File: src/logic/icache_pkg.sv
package icache_pkg;

  // Address and fetch widths
  localparam int VADDR_W       = 32;
  localparam int PTAG_W        = 20;
  localparam int PAGE_OFFSET_W = 12;
  localparam int PADDR_W       = PTAG_W + PAGE_OFFSET_W;
  localparam int INSTR_W       = 32;

  // Cache geometry
  localparam int BLOCK_W        = 128;
  localparam int SETS_DEFAULT   = 64;
  localparam int ASSOC_DEFAULT  = 2;
  localparam int BLOCK_OFFSET_W = 4;
  localparam int INDEX_W        = $clog2(SETS_DEFAULT);

  // Instruction select within a block
  localparam int INSTR_PER_BLOCK = BLOCK_W / INSTR_W;
  localparam int WORD_SEL_W      = $clog2(INSTR_PER_BLOCK);
  localparam int BYTE_OFFSET_W   = $clog2(INSTR_W / 8);

  // Replay queue depth, power of two
  localparam int REPLAY_ELS_DEFAULT = 8;

  // LRU state, one way number per set
  localparam int LRU_WAY_W = (ASSOC_DEFAULT > 1) ? $clog2(ASSOC_DEFAULT) : 1;
  localparam logic [LRU_WAY_W-1:0] LRU_RESET_WAY = '0;

  // Fetch request as it sits in the replay queue
  typedef struct packed {
    logic [VADDR_W-1:0] vaddr;
    logic [PTAG_W-1:0]  ptag;
  } req_t;

endpackage

File: src/logic/icache_replay_fifo.sv
module icache_replay_fifo #(
  parameter int els_p = icache_pkg::REPLAY_ELS_DEFAULT
) (
  input  logic             clk_i,
  input  logic             arst_n_i,

  input  icache_pkg::req_t req_i,
  input  logic             req_v_i,
  output logic             ready_o,

  output icache_pkg::req_t req_o,
  output logic             req_v_o,
  input  logic             yumi_i,

  input  logic             commit_i,
  input  logic             roll_i
);

  import icache_pkg::*;

  localparam int addr_w_lp = (els_p > 1) ? $clog2(els_p) : 1;
  // Extra bit tells full from empty
  localparam int ptr_w_lp  = addr_w_lp + 1;

  req_t                mem_r [els_p];
  logic [ptr_w_lp-1:0] wptr_r;
  logic [ptr_w_lp-1:0] rptr_r;
  logic [ptr_w_lp-1:0] cptr_r;
  logic [ptr_w_lp-1:0] used;
  logic                enq;

  // Entries stay allocated until committed
  assign used    = wptr_r - cptr_r;
  assign ready_o = (used != ptr_w_lp'(els_p));
  assign enq     = req_v_i & ready_o;

  assign req_v_o = (rptr_r != wptr_r);
  assign req_o   = mem_r[rptr_r[addr_w_lp-1:0]];

  always_ff @(posedge clk_i or negedge arst_n_i) begin
    if (!arst_n_i) begin
      wptr_r <= '0;
      rptr_r <= '0;
      cptr_r <= '0;
    end else begin
      if (enq) begin
        wptr_r <= wptr_r + 1'b1;
      end

      // Rollback replays everything dequeued but not yet committed
      if (roll_i) begin
        rptr_r <= cptr_r;
      end else if (yumi_i) begin
        rptr_r <= rptr_r + 1'b1;
      end

      if (commit_i) begin
        cptr_r <= cptr_r + 1'b1;
      end
    end
  end

  always_ff @(posedge clk_i) begin
    if (enq) begin
      mem_r[wptr_r[addr_w_lp-1:0]] <= req_i;
    end
  end

endmodule

File: config.mk
export PLATFORM = sky130hd
export DESIGN_NAME = icache_replay_fifo
export DESIGN_NICKNAME = d
export VERILOG_FILES = /design/src/logic/icache_pkg.sv /design/src/logic/icache_replay_fifo.sv
export SDC_FILE = /design/constraint.sdc
export NUM_CORES = 1
export LEC_CHECK = 0
export ABC_CLOCK_PERIOD_IN_PS = 6600
export BUFFER_PORTS_ARGS = -buffer_cell sky130_fd_sc_hd__buf_2
export CORE_MARGIN = 2
export CORE_UTILIZATION = 55
export CTS_BUF_LIST = sky130_fd_sc_hd__clkbuf_8
export DETAILED_ROUTE_END_ITERATION = 8
export PLACE_DENSITY_LB_ADDON = 0.3
export SLEW_MARGIN = 20
export SYNTH_ARGS = -nofsm -noshare
export SYNTH_HDL_FRONTEND = slang
export SYNTH_SLANG_ARGS = --single-unit
File: constraint.sdc
create_clock -name clk_i -period 6.6 [get_ports clk_i]
set_input_delay 0 -clock clk_i [delete_from_list [all_inputs] [get_ports clk_i]]
set_output_delay 0 -clock clk_i [all_outputs]
set_load 0.03 [all_outputs]
Yosys cells after proc, flatten, opt, wreduce, memory -nomap -nowiden
Memories as Yosys holds them, arrays and structs flattened. Cells that the tools add are included.

Bits in writable memories: 416. Memories kept: 1. Logic and storage cells: 16. Bits in latches: 0. Bits in registers: 12. Memory bits (read-only): 0.

Memory list: mem_r (depth 8, bits a word 52, rd ports 1, clocked after Yosys merged registers in 0, wr ports 1, RTL line icache_replay_fifo.sv:25) `req_t mem_r [els_p];`.

Mux-type cells: 4. Bitwise gates (word level): 1. Shifts and indexed selects: 0. Add/sub/neg operators: 4. Div/mod/pow operators: 0. Reduce and logical (&&, ||, !) cells: 1. $mul: 0. $lt $le $gt $ge: 0. Equal/unequal tests: 2.

Operators by type and width (count): adder 4 x 1 -> 4 bit, second input constant (3); two-way mux 4 bit (2); inequality test 4 bit (1); inequality test 4 bit, second input constant (1); subtractor 4 bit (1); two-way mux 1 bit (2); nonzero test 2 bit (1); AND 1 bit (1).

Longest topological paths before layout
Depth in word-level cells: 5. Depth in mapped cells: 8. Mapped depth without buffers: 7.

Worst setup path after synthesis
No wires, ideal clock.

Path kind: register to register. Start point: register wptr_r[0]. End point: memory mem_r[0][0] in the netlist's numbering, enable pin. Slack: 863 ps. Stages on the path, launching flop included: 9. Data arrival time: 5211 ps. Buffers on the path: 1. Data required time: 6074 ps. Cell sequence: dfrtp_1 > clkbuf_1 > inv_1 > ha_1 > nor2b_1 > xnor2_1 > a211oi_2 > or2_2 > nor3_1.

Cells in the longest elaborated chain, start to end: 5.

Ends and longest elaborated chain: start: declaration (RTL line icache_replay_fifo.sv:26) `logic [ptr_w_lp-1:0] wptr_r;`; start signal: assignment (RTL line icache_replay_fifo.sv:47) `wptr_r <= wptr_r + 1'b1;`; subtractor 4 bit (RTL line icache_replay_fifo.sv:33) `assign used = wptr_r - cptr_r;`; inequality test 4 bit (RTL line icache_replay_fifo.sv:34) `assign ready_o = (used != ptr_w_lp'(els_p));`; AND 1 bit (RTL line icache_replay_fifo.sv:35) `assign enq = req_v_i & ready_o;`; two-way mux 1 bit (RTL line icache_replay_fifo.sv:64) `if (enq) begin`; two-way mux 1 bit (not written as such) (RTL line icache_replay_fifo.sv:65) `mem_r[wptr_r[addr_w_lp-1:0]] <= req_i;`; end: declaration (RTL line icache_replay_fifo.sv:25).

Several ways; a longest one is shown, not always the timed one.

Worst setup path in the final report
Start point: register wptr_r[1]. End point: memory mem_r[3][29] in the netlist's numbering, enable pin.

The elaborated chain is that of the path after synthesis.

==> summary.txt <==
Status
  • Outcome: finished, final reports clean

Synthesis
  • Adder-cell share of the synthesized area: 0.459%
  • Synth Area in XOR/XNOR: 0.804%
  • Main combinational cell family by area after synthesis: multiplexers
  • Cells after Synth: 687
  • Area fraction in compound gates after synthesis: 0.337%
  • Post-synthesis mux area share: 18.1%
  • EDFF count, synth: 416
  • Cell area after synthesis: 16300 sq um
  • Most numerous cell in the Yosys netlist: edfxtp_1
  • Register area share after synthesis: 78.3%
  • FF+latch count, synth: 428
  • Yosys top cell area share: 76.4%
  • Area contributors post-synth: edfxtp_1, mux4_2, mux2_2
  • Post-Synth Simple-Gate Area: 1.05%
  • Mean Syn Cell Area: 23.8 sq um
  • Fraction of registers with async set/reset: 2.80%
  • Synth area leader: edfxtp_1
  • Syn_nets: 751
  • Most common library cells after synthesis: edfxtp_1, mux4_2, mux2_2, clkbuf_1, buf_2
  • Synth Warn #: 0
  • Top FF cell, synth: edfxtp_1
  • Netlist cell types: 29

Pwr
  • PD cells: 443 nW/um^2
  • Pleak: 6.45 nW
  • IR drop worst, VDD: 0.372 mV
  • Total Power Consumption: 8.55 mW

Global routing
  • Largest net degree at the start of global routing: 109
  • Total track usage: 20.0%
  • Global route overflow: 0
  • Initial antenna violation count: 0
  • First-pass GRT wire length: 46.4 mm
  • Vias in the first global route: 8219

Critical path
  • CP Launch Type: register
  • CP arrival: 3.88 ns
  • Worst Path Required: 6.83 ns
  • R2R cell count: 7
  • CP Max Fanout: 28
  • Worst Setup Path Type: reg -> reg
  • Critical path endpoint category: register

Timing
  • Finish-stage setup viols: 0
  • Min Hold Slack: 0.202 ns
  • Final cycle utilization of the critical path: 55.4%
  • Worst-Margin Slew: 0.977 ns
  • Setup WS post-layout: 2.94 ns
  • RSZ-0062 raised after global routing: false
  • Max Slew Vio Count: 0
  • TNS Setup: 0 ns
  • Period minus WS final: 3.66 ns
  • Final Hold Fails: 0
  • Fmax: 273 MHz
  • Worst Clk Skew: 0.0301 ns
  • Max-Slew Margin vs Limit: 34.7%

Detailed routing
  • DR iter-0 viols: 636
  • Final wirelength: 30.1 mm
  • Vias: 7588
  • Post-route ant nets: 0
  • Pre-antenna DRT Iters: 4
  • Via density: 5.62
  • Wire length per cell after detailed routing: 22.3 microns
  • DRC: 0

Die
  • Horiz. Die Dim: 176 microns
  • Die Y: 176 microns
  • Initial core utilization: 55.4%
  • I/O pins: 112
  • Die area: 31100 sq um
  • FP Rows: 63
  • CORE AREA: 29500 sq um

CTS
  • CTS max path bufs: 3
  • CTS tree: done
  • # Post-CTS Setup Buffers: 0
  • Root buffer cell: clkbuf_8
  • Clk_lat worst skew: 0.59 ns
  • H-tree depth: 3
  • Total CTS buffers: 68
  • Cts hold-fix bufs: 59
  • Post-CTS Resized: 0
  • Clk sinks: 428
  • Clock Pin Slew Worst Setup and Hold Paths: 0.06 ns

Placement
  • Placer congestion estimate: 0.798
  • Placed cell count: 1168
  • IO buf count: 111
  • Pre-CTS setup slack: 3.04 ns
  • Dpl hpwl: 16.2 mm
  • Post-DP Area: 17400 sq um

Job
  • Number of max-cap violations: 0

Final layout
  • Final instance area: 19300 sq um
  • Non-Filler Instances: 1349
  • Final nets: 971
  • Core Util, Final: 65.4%
  • Area grow syn2layout: 18.1%
  • Antenna Cells: 0
  • Share of cells above drive strength 1: 39.6%

Hold path
  • WHS Path Cells: 3
  • HP Class: in -> reg
## cell usage in the layout, fill, tap and decap left out, types with 5 or more instances in the layout
cell and instances:
clkinv_1 12, mux4_2 104, nand2_1 10, ha_1 6, clkinv_2 9, dfrtp_1 9, edfxtp_1 416, xnor2_1 11
buf_2 111, buf_4 9, dlygate4sd3_1 59, inv_1 28, mux2_2 53, o21ai_0 5, clkbuf_8 69
## sequential cells by signal (all words and copies together) (netlist names)
name and flops:
cptr_r 4, rptr_r 4, wptr_r 4, mem_r 416
## worst max-delay path: stages, from the launching register on
cell and delay [ns]:
dfrtp_1 0.67, ha_1 0.34, and3b_1 0.19, o21ai_0 0.20
a211oi_2 0.18, or2_2 0.42, nor2_4 0.76, buf_4 0.50
## worst paths after layout
path | from | to | slack, ns
setup / recovery | wptr_r[1] | mem_r[3][29] | 2.94
hold / removal | commit_i | cptr_r[1] | 0.20
setup reg to reg | wptr_r[1] | mem_r[3][29] | 2.94
hold reg to reg | cptr_r[2] | cptr_r[2] | 0.55
max in group asynchronous | arst_n_i | rptr_r[0] | 5.68
min in group asynchronous | arst_n_i | cptr_r[1] | 0.46
## final cells by class
class | count | area, sq um
inverters | 4 | 15.0
repair buffers | 182 | 1270
well taps | 390 | 488
fillers | 1931 | 10200
flip-flops and latches | 428 | 12800
clock inverters | 53 | 310
multi-input cells | 223 | 3460
clock buffers | 69 | 950
## logic make-up (layout without fill, tap and decap cells)
family	count (synthesis)	count (layout)
simple gates	35	35
mux	159	159
flops	428	428
fa+ha+maj	6	6
compound gates	8	8
buf+inv	36	308
xor+xnor	15	15
## metal layers
metal	track usage, %	up-vias	routed length, microns	part of all wire, %
li1	-	3353	-	-
met1	26.7	3952	12700	42
met2	33.7	243	15300	51
met3	4.67	40	1650	5.5
met4	5.44	0	414	1.4
met5	0	-	0	0
## power by group
group	switching, mW	internal, mW	total, mW	leakage, nW
clock network	0.975	1.10	2.07	0.730
registers	0.205	3.47	3.68	3.92
logic	1.64	1.16	2.80	1.80
total	2.82	5.73	8.55	6.45
No activity file was read; power rests on OpenSTA's default activity.
