## src/logic/icache_pkg.sv

```systemverilog
package icache_pkg;

  // Address and fetch widths
  localparam int VADDR_W       = 32;
  localparam int PTAG_W        = 20;
  localparam int PAGE_OFFSET_W = 12;
  localparam int PADDR_W       = PTAG_W + PAGE_OFFSET_W;
  localparam int INSTR_W       = 32;

  // Cache geometry
  localparam int BLOCK_W        = 128;
  localparam int SETS_DEFAULT   = 64;
  localparam int ASSOC_DEFAULT  = 2;
  localparam int BLOCK_OFFSET_W = 4;
  localparam int INDEX_W        = $clog2(SETS_DEFAULT);

  // Instruction select within a block
  localparam int INSTR_PER_BLOCK = BLOCK_W / INSTR_W;
  localparam int WORD_SEL_W      = $clog2(INSTR_PER_BLOCK);
  localparam int BYTE_OFFSET_W   = $clog2(INSTR_W / 8);

  // Replay queue depth, power of two
  localparam int REPLAY_ELS_DEFAULT = 8;

  // LRU state, one way number per set
  localparam int LRU_WAY_W = (ASSOC_DEFAULT > 1) ? $clog2(ASSOC_DEFAULT) : 1;
  localparam logic [LRU_WAY_W-1:0] LRU_RESET_WAY = '0;

  // Fetch request as it sits in the replay queue
  typedef struct packed {
    logic [VADDR_W-1:0] vaddr;
    logic [PTAG_W-1:0]  ptag;
  } req_t;

endpackage

```

## src/logic/icache_uce.sv

```systemverilog
module icache_uce #(
  parameter int  assoc_p  = icache_pkg::ASSOC_DEFAULT,
  localparam int way_w_lp = (assoc_p > 1) ? $clog2(assoc_p) : 1
) (
  input  logic                           clk_i,
  input  logic                           arst_n_i,

  input  logic                           miss_v_i,
  input  logic [icache_pkg::PADDR_W-1:0] miss_addr_i,
  input  logic [way_w_lp-1:0]            lru_way_i,
  output logic                           busy_o,

  output logic [icache_pkg::PADDR_W-1:0] mem_cmd_addr_o,
  output logic                           mem_cmd_v_o,
  input  logic                           mem_cmd_ready_i,

  input  logic [icache_pkg::BLOCK_W-1:0] mem_resp_data_i,
  input  logic                           mem_resp_v_i,
  output logic                           mem_resp_yumi_o,

  output logic                           fill_v_o,
  output logic [icache_pkg::INDEX_W-1:0] fill_index_o,
  output logic [way_w_lp-1:0]            fill_way_o,
  output logic [icache_pkg::PTAG_W-1:0]  fill_tag_o,
  output logic [icache_pkg::BLOCK_W-1:0] fill_data_o
);

  import icache_pkg::*;

  typedef enum logic [1:0] {
    S_IDLE,
    S_SEND,
    S_WAIT,
    S_FILL
  } state_e;

  state_e              state_r;
  state_e              state_n;
  logic [PADDR_W-1:0]  addr_r;
  logic [way_w_lp-1:0] way_r;
  logic                resp_v_r;
  logic [BLOCK_W-1:0]  resp_data_r;
  logic                fill_done_r;
  logic                latch_miss;

  assign latch_miss = miss_v_i & (state_r == S_IDLE);

  always_comb begin
    state_n = state_r;
    case (state_r)
      S_IDLE: if (miss_v_i) state_n = S_SEND;
      S_SEND: if (mem_cmd_ready_i) state_n = S_WAIT;
      S_WAIT: if (mem_resp_yumi_o) state_n = S_FILL;
      S_FILL: state_n = S_IDLE;
      default: state_n = S_IDLE;
    endcase
  end

  always_ff @(posedge clk_i or negedge arst_n_i) begin
    if (!arst_n_i) begin
      state_r     <= S_IDLE;
      resp_v_r    <= 1'b0;
      fill_done_r <= 1'b0;
    end else begin
      state_r     <= state_n;
      fill_done_r <= (state_r == S_FILL);
      // Buffer entry frees once the block is in the arrays
      if (mem_resp_yumi_o) begin
        resp_v_r <= 1'b1;
      end else if (fill_done_r) begin
        resp_v_r <= 1'b0;
      end
    end
  end

  always_ff @(posedge clk_i) begin
    if (latch_miss) begin
      addr_r <= {miss_addr_i[PADDR_W-1:BLOCK_OFFSET_W], {BLOCK_OFFSET_W{1'b0}}};
      way_r  <= lru_way_i;
    end
    if (mem_resp_yumi_o) begin
      resp_data_r <= mem_resp_data_i;
    end
  end

  assign busy_o = (state_r != S_IDLE);

  assign mem_cmd_v_o     = (state_r == S_SEND);
  assign mem_cmd_addr_o  = addr_r;
  assign mem_resp_yumi_o = mem_resp_v_i & ~resp_v_r & (state_r == S_WAIT);

  assign fill_v_o     = (state_r == S_FILL);
  assign fill_index_o = addr_r[BLOCK_OFFSET_W +: INDEX_W];
  assign fill_tag_o   = addr_r[PADDR_W-1 -: PTAG_W];
  assign fill_way_o   = way_r;
  assign fill_data_o  = resp_data_r;

endmodule

```

## config.mk

```make
export PLATFORM = sky130hd
export DESIGN_NAME = icache_uce
export DESIGN_NICKNAME = d
export VERILOG_FILES = /design/src/logic/icache_pkg.sv /design/src/logic/icache_uce.sv
export SDC_FILE = /design/constraint.sdc
export NUM_CORES = 1
export LEC_CHECK = 0
export BUFFER_PORTS_ARGS = -buffer_cell sky130_fd_sc_hd__buf_2
export CAP_MARGIN = 40
export CORE_AREA = 2 2 137 139
export DETAILED_ROUTE_END_ITERATION = 7
export DIE_AREA = 0 0 139 141
export GPL_ROUTABILITY_DRIVEN = 0
export PLACE_DENSITY = 0.57
export SLEW_MARGIN = 10
export SYNTH_ARGS = -nofsm -noshare
export SYNTH_HDL_FRONTEND = slang
export SYNTH_SLANG_ARGS = --single-unit
```

## constraint.sdc

```tcl
create_clock -name clk_i -period 20.4 [get_ports clk_i]
set_input_delay 0 -clock clk_i [delete_from_list [all_inputs] [get_ports clk_i]]
set_output_delay 0 -clock clk_i [all_outputs]
set_load 0.03 [all_outputs]
```

* Yosys cells after proc, flatten, opt, wreduce, memory -nomap -nowiden
Index checks and enable logic that the tools add are counted.
Storage, ports and cells: bits in registers 161, input bits 166, output and inout port bits 191, logic and storage cells 26
Operators by class: reductions and logical operators 4, bitwise gates (word level) 4, mux-type cells 6, equality and inequality tests 6
Operators by type and width (count):
- $pmux W2 S4 | 1
- $mux W2 | 3
- $eq A2 B2 Y1 const B | 2
- $ne A2 B2 Y1 const B | 2
- $reduce_bool A2 Y1 | 2
- $and A1 B1 Y1 | 3
- $reduce_and A3 Y1 | 1
- $eq A2 B1 Y1 const B | 1
- $logic_not A2 Y1 | 1
- $mux W1 | 2
- $ne A2 B1 Y1 const B | 1
- $not A1 Y1 | 1

* Logic depth before layout (Yosys ltp)
Gate-level depths: netlist of the first run.
word-level depth 5, mapped depth 5, mapped depth without buffers 5

* Worst setup path after synthesis of the first run
OpenSTA, ideal clock, no wires.
kind flip-flop to flip-flop, from register state_r[0], to register resp_data_r[0] (netlist: fill_data_o[0]) (enable), slack 13329 ps, path buffers 0, required time 19765 ps, stages on the path, launching flop included 5, data arrival time 6436 ps, cells stage by stage dfrtp_1 -> inv_1 -> ha_1 -> nand2_1 -> nor2_1
On the way: longest elaborated chain between the ends 2
RTL lines:
- from (decl) | line icache_uce.sv:37 | state_e state_r;
- from (signal assigned) | line icache_uce.sv:65 | state_r <= state_n;
- $eq A2 B2 Y1 | line icache_uce.sv:90 | assign mem_resp_yumi_o = mem_resp_v_i & ~resp_v_r & (state_r == S_WAIT);
- $and A1 B1 Y1 | line icache_uce.sv:90
- net mem_resp_yumi_o | line icache_uce.sv:19 | output logic mem_resp_yumi_o,
- to (signal assigned) | line icache_uce.sv:82 | resp_data_r <= mem_resp_data_i;
- to (decl) | line icache_uce.sv:42 | logic [BLOCK_W-1:0] resp_data_r;
The timed path passes the listed nets, and every way through them passes these cells. A chain may end at the register's enable or synchronous reset.

* Final worst setup path of the first run
from register state_r[0], to output mem_resp_yumi_o
On the way: longest elaborated chain between the ends 2
RTL lines (line):
- $eq A2 B2 Y1 | icache_uce.sv:90
- $and A1 B1 Y1 | icache_uce.sv:90
- to (decl) | icache_uce.sv:19
Every way passes these cells.

==> results.md, run 1 <==
- Initial Util: 0.284
- Sink Count: 161
- Die width: 139 um
- Congestion Overflow GR: 0
- # setup viols final: 0
- CTS tree: yes
- Row cnt: 50
- Skew-Pair Late Insertion Delay: 420 ps
- # fillers: 1,548
- Final Hold Viols: 0
- Gr usage total: 0.147
- Slowest stage delay, CP: 790 ps
- Post-Syn Area: 5190 um^2
- Port Buffers: 348
- Number of global-route vias before repair: 4,323
- Synth Instances: 209
- DIE AREA: 19,600 um^2
- CP dominant cell by count: buf_4
- VDD IR max: 0.0523 mV
- Multi-input gate area: 153 um^2
- Synth Register Bits: 161
- Tcrit/Tclk final: 0.154
- First-pass GRT wire length: 22.0 mm
- Outcome: complete, no violations
- Clock-pin slew on the worst setup and hold paths: 60 ps
- Slowest CP cell: buf_4
- DRT iter0 DRCs: 127
- Arrival time worst endpoint: 3140 ps
- Worst Hold Class: primary input to register
- Critical path required time: 20,400 ps
- Antenna-violating nets left: 0
- Die Y: 141 um
- Register Area: 4810 um^2
- Critical Path Sink Type: primary output
- Area Overhead vs Synth: 76.9%
- Yosys cell types: 15
- Largest net degree at the start of global routing: 71
- Total CTS buffers: 17
- Most common cell after layout, fill and taps aside: buf_2
- Post-DP HPWL: 9.53 mm
- CP Cell Sequence: inv_1 > ha_1 > nand2_1 > nor2_4 > buf_4 > buf_4 > buf_2
- Most frequent cells in the layout: buf_2 (348), dlygate4sd3_1 (160), edfxtp_1 (157)
- CTS H-Tree Depth: 4
- Leakage: 0.00388 uW
- Design area: 9180 um^2
- Layout cell share with drive strength beyond 1: 0.530
- Final wirelength: 14.9 mm
- DRC Markers: 0
- Clk buf depth: 2
- Worst slew margin: 0.406
- Antenna diode count: 0
- PwrDens: 109 nW/um^2
- Critical Path Source Type: register
- Fin nets: 882
- Worst-Margin Slew: 891 ps
- Final min period: 3140 ps
- Synth warn: 0
- Clk root buf: clkbuf_16
- WS Path Type: register to primary output
- Core Area: 18,300 um^2
- Fmax: 319 MHz
- Via count: 3,869
- # Max-Cap Violations: 0
- Register area share after synthesis: 0.928
- I/O Pins: 357
- Synthesized area per cell: 24.8 um^2
- RSZ-0062 raised after global routing: false
- CP Max Fanout: 70
- PostCTS Resize Cnt: 0
- DP Area: 7040 um^2
- Initial antenna violation count: 0
- Setup TNS: 0 ps
- Drt first pass iters: 4
- Clk_skew: 9.58 ps
- Overall Power: 997 uW
- WL/cell: 15.6 um
- Max-slew violations: 0
- Avg Vias per Cell: 4.03
metal layers:
metal | share of wire | GRT usage | vias to the layer above | wire length, um
met5 | 0 | 0 | - | 0
met4 | 0.021 | 0.0611 | 0 | 316
met1 | 0.36 | 0.149 | 1839 | 5320
li1 | - | - | 1779 | -
met3 | 0.092 | 0.0628 | 21 | 1370
met2 | 0.53 | 0.267 | 230 | 7940
final cells by class:
type | instances | area share
clock buffer | 18 | 0.0468
multi-input combinational | 17 | 0.0166
clock inverter | 14 | 0.0116
tap | 234 | 0.0319
sequential | 161 | 0.525
inverter | 4 | 0.00164
timing repair buffer | 511 | 0.367
final timing paths:
check / from / to / slack (ps) / depth (start not counted)
max: state_r[0]$_DFFE_PN0P_ / mem_resp_yumi_o / 17260 / 7
max in group asynchronous: arst_n_i / fill_done_r$_DFF_PN0_ / 19730 / 3
max reg2reg: state_r[0]$_DFFE_PN0P_ / fill_data_o[57]$_DFFE_PP_ / 17610 / 6
min: miss_v_i / state_r[0]$_DFFE_PN0P_ / 50 / 4
min in group asynchronous: arst_n_i / state_r[1]$_DFFE_PN0P_ / 500 / 3
min reg2reg: fill_done_r$_DFF_PN0_ / resp_v_r$_DFFE_PN0P_ / 430 / 1
synthesized netlist by cell type:
| cell | count | area (um^2) |
|---|---|---|
| buf_4 | 30 | 225 |
| mux2i_1 | 1 | 10.0 |
| nand2_1 | 1 | 3.75 |
| o32a_1 | 1 | 10.0 |
| ha_1 | 4 | 50.1 |
| conb_1 | 1 | 3.75 |
| a221oi_2 | 1 | 15.0 |
| clkinv_1 | 1 | 3.75 |
| inv_1 | 3 | 11.3 |
| nor2b_1 | 1 | 6.26 |
| mux2_1 | 1 | 11.3 |
| nand2b_4 | 1 | 13.8 |
| dfrtp_1 | 4 | 100 |
| edfxtp_1 | 157 | 4710 |
| nor2_1 | 2 | 7.51 |
registers in the layout, indices dropped and copies added (netlist names):
| signal | count |
|---|---|
| fill_data_o | 128 |
| fill_done_r | 1 |
| fill_way_o | 1 |
| mem_cmd_addr_o | 28 |
| resp_v_r | 1 |
| state_r | 2 |
worst max-delay path: cells and delay by family (launching register included):
family,cells,cell delay (ps)
adders and majority gates,1,220
buffers and inverters,4,1820
DFF,1,410
and+or+nand+nor,2,200
repair_timing:
item	CTS	global route
endpoints found under the hold margin	162	0
buffers inserted	0	0
hold buffers	160	0
cell families after synthesis:
| logic type | after synthesis | synth area share |
|---|---|---|
| flops | 161 | 0.928 |
| buf+inv | 34 | 0.0463 |
| simple gates | 5 | 0.00603 |
| fa+ha+maj | 4 | 0.00965 |
| compound gates | 2 | 0.00482 |
| mux | 2 | 0.00410 |
| other cells | 1 | 0.000723 |
power by group:
group / switching, uW / internal [uW] / total, uW
registers: 16.8 / 430 / 447
logic: 181 / 78.0 / 259
clock network: 134 / 157 / 291
total: 332 / 665 / 997
through the flow:
step / hold slack [ps] / worst slack, ps / util / std cells
after global routing: 48.5 / 17010 / 0.502 / 959
after floorplan: -296 / 13330 / - / 212
after global placement: -192 / 17710 / 0.385 / 767
after CTS: 17.7 / 17180 / 0.502 / 959
final: 45.6 / 17260 / 0.502 / 959
after detailed placement: -192 / 17570 / 0.385 / 767
Note: power is estimated with default switching activity, not from simulation.
==> inputs of run 2 (changes only) <==
Settings changed: CORE_AREA 2 2 137 139 to 2 2 138 140, DIE_AREA 0 0 139 141 to 0 0 140 142, PLACE_DENSITY 0.57 to 0.56.
Clock period 20.4 ns to 2.9 ns, I/O delays scaled along.
==> run 2 against run 1 <==
The run now ends with design-rule violations left. Count of clock-buffer cells in the layout is 1 lower. Sequential share of layout area is 0.26 points lower. Power grew to 7.1 times the previous value. Largest cell class unchanged.
==> results.md, run 2 (same netlist as run 1, synthesis figures left out) <==
- Initial Util: 0.281 (-0.00289)
- Post-CTS setup buffers: 0 (unchanged)
- Initial antenna violation count: 0 (unchanged)
- Multi-input gate area: 158 um^2 (+3.3%)
- Gr usage total: 0.151 (+0.00318)
- Sequential power share: 0.444 (-0.004)
- First-pass GRT wire length: 22.5 mm (+2.5%)
- Register Area: 4810 um^2 (unchanged)
- DRT iter0 DRCs: 165 (+30%)
- Max-slew violations: 0 (unchanged)
- Avg Vias per Cell: 4.02 (-0.26%)
- Via count: 3,859 (-0.26%)
- Port Buffers: 348 (unchanged)
- Fin nets: 882 (unchanged)
- WL/cell: 15.8 um (+1.7%)
- Core Area: 18,500 um^2 (+1.0%)
- Clock-pin slew on the worst setup and hold paths: 70 ps (about the same)
- Antenna-violating nets left: 0 (unchanged)
- CP Cell Sequence: inv_1 > ha_2 > nand2_2 > nor2_4 > buf_12 > buf_2
- Fmax: 440 MHz
- # fillers: 1,537 (-0.71%)
- RSZ-0062 raised after global routing: false
- Critical Path Sink Type: primary output
- Hold-fix buffers, CTS: 160 (unchanged)
- Layout cell share with drive strength beyond 1: 0.537 (+0.00690)
- WS Path Type: register to primary output
- Outcome: finished, violations left
- Crit path max-delay family: buffers and inverters
- DRC Markers: 26 (+26)
- Leakage: 0.00390 uW (+0.28%)
- NetSw: 2380 uW (+620%)
- DIE AREA: 19,900 um^2 (+1.4%)
- Most common cell after layout, fill and taps aside: buf_2
- Arrival time worst endpoint: 2270 ps (-870 ps)
- Largest net degree at the start of global routing: 75 (+5.6%)
- WP buf/inv: 3 (-1)
- Clk_skew: 10.1 ps (+0.566 ps)
- Max reg flops: 128 (unchanged)
- CTS H-Tree Depth: 4 (unchanged)
- Critical path required time: 2900 ps (-17,500 ps)
- CTS tree: yes
- # Max-Cap Violations: 0 (unchanged)
- I/O Pins: 357 (unchanged)
- Sink Count: 161 (unchanged)
- # setup viols final: 0 (unchanged)
- PwrDens: 768 nW/um^2 (+610%)
- Area Overhead vs Synth: 77.8%
- Die Y: 142 um (+0.71%)
- Total CTS buffers: 17 (unchanged)
- Overall Power: 7090 uW (+610%)
- Critical Path Source Type: register
- Int Power: 4710 uW (+610%)
- Slowest CP cell: dfrtp_1
- Congestion Overflow GR: 0 (unchanged)
- Antenna diode count: 0 (unchanged)
- Drt first pass iters: 7 (+3)
- CP Max Fanout: 74 (+5.7%)
- Worst Hold Class: primary input to register
- Post-DP HPWL: 10.4 mm (+8.8%)
- Tcrit/Tclk final: 0.784
- Sw Share: 0.335 (+0.00266)
- Die width: 140 um (+0.72%)
- DP Cell Count: 767 (unchanged)
- PostCTS Resize Cnt: 0 (unchanged)
- Final wirelength: 15.2 mm (+1.7%)
- Number of global-route vias before repair: 4,193 (-3.0%)
- Finished Layout Cells: 959 (unchanged)
- Skew-Pair Late Insertion Delay: 410 ps (about the same)
- Clk pwr share: 0.296 (+0.004)
- Row cnt: 50 (unchanged)
- Final Hold Viols: 0 (unchanged)
- Combinational share of power: 0.261 (about the same)
- VDD IR max: 0.384 mV (+640%)
- Failing checks: design-rule violations
- Final min period: 2270 ps
- Clk buf depth: 2 (unchanged)
- Most frequent cells in the layout: buf_2 (348), dlygate4sd3_1 (160), edfxtp_1 (157)
- Slowest stage delay, CP: 420 ps (-370 ps)
- Clk root buf: clkbuf_16
[run 2: worst paths after layout]
check | start | endpoint | slack [ps] | cells past startpoint
max | state_r[0]$_DFFE_PN0P_ | mem_resp_yumi_o | 630 | 6
min | mem_cmd_ready_i | state_r[0]$_DFFE_PN0P_ | 50 | 3
max reg2reg | state_r[0]$_DFFE_PN0P_ | fill_data_o[108]$_DFFE_PP_ | 970 | 5
min reg2reg | fill_done_r$_DFF_PN0_ | resp_v_r$_DFFE_PN0P_ | 440 | 1
max in group asynchronous | arst_n_i | fill_done_r$_DFF_PN0_ | 2230 | 3
min in group asynchronous | arst_n_i | state_r[0]$_DFFE_PN0P_ | 500 | 3
[run 2: area by class of cell]
cell class	count	share of cell area
well taps	234	0.0317
inverters	4	0.00163
clock inverters	15	0.0137
flip-flops and latches	161	0.522
repair buffers	511	0.368
clock buffers	17	0.0461
multi-input cells	17	0.0171
[run 2: routing by layer]
metal	global-route usage	wire, um
met3	0.0663	1470
met4	0.0633	356
met5	0	0
met2	0.270	8030
met1	0.154	5330
[run 2: power by group through the flow]
stage          Combinational, uW  Clock [uW]  Sequential (uW)
6_report                    1850        2100             3140
5_1_grt                     1950        2260             3180
4_1_cts                     1860        2160             3140
3_5_place_dp                1680           0             3190
3_3_place_gp                1660           0             3180
2_1_floorplan                530           0             3830
[run 2: tightest hold or removal path, cell delays in order]
cell	delay [ps]
buf_2	70
nor2b_1	60
o32a_1	290
[run 2: metrics by stage]
step | cell area, um^2 | hold WS, ps | setup WS, ps | setup TNS (ps) | utilization
final | 9220 | 45.8 | 628 | 0 | 0.500
after global routing | 9220 | 42.9 | 483 | 0 | 0.500
after CTS | 9220 | 20.5 | 604 | 0 | 0.500
after detailed placement | 7070 | -190 | 987 | 0 | 0.383
after global placement | 7070 | -191 | 1050 | 0 | 0.383
after floorplan | 5210 | -296 | -291 | -37280 | -
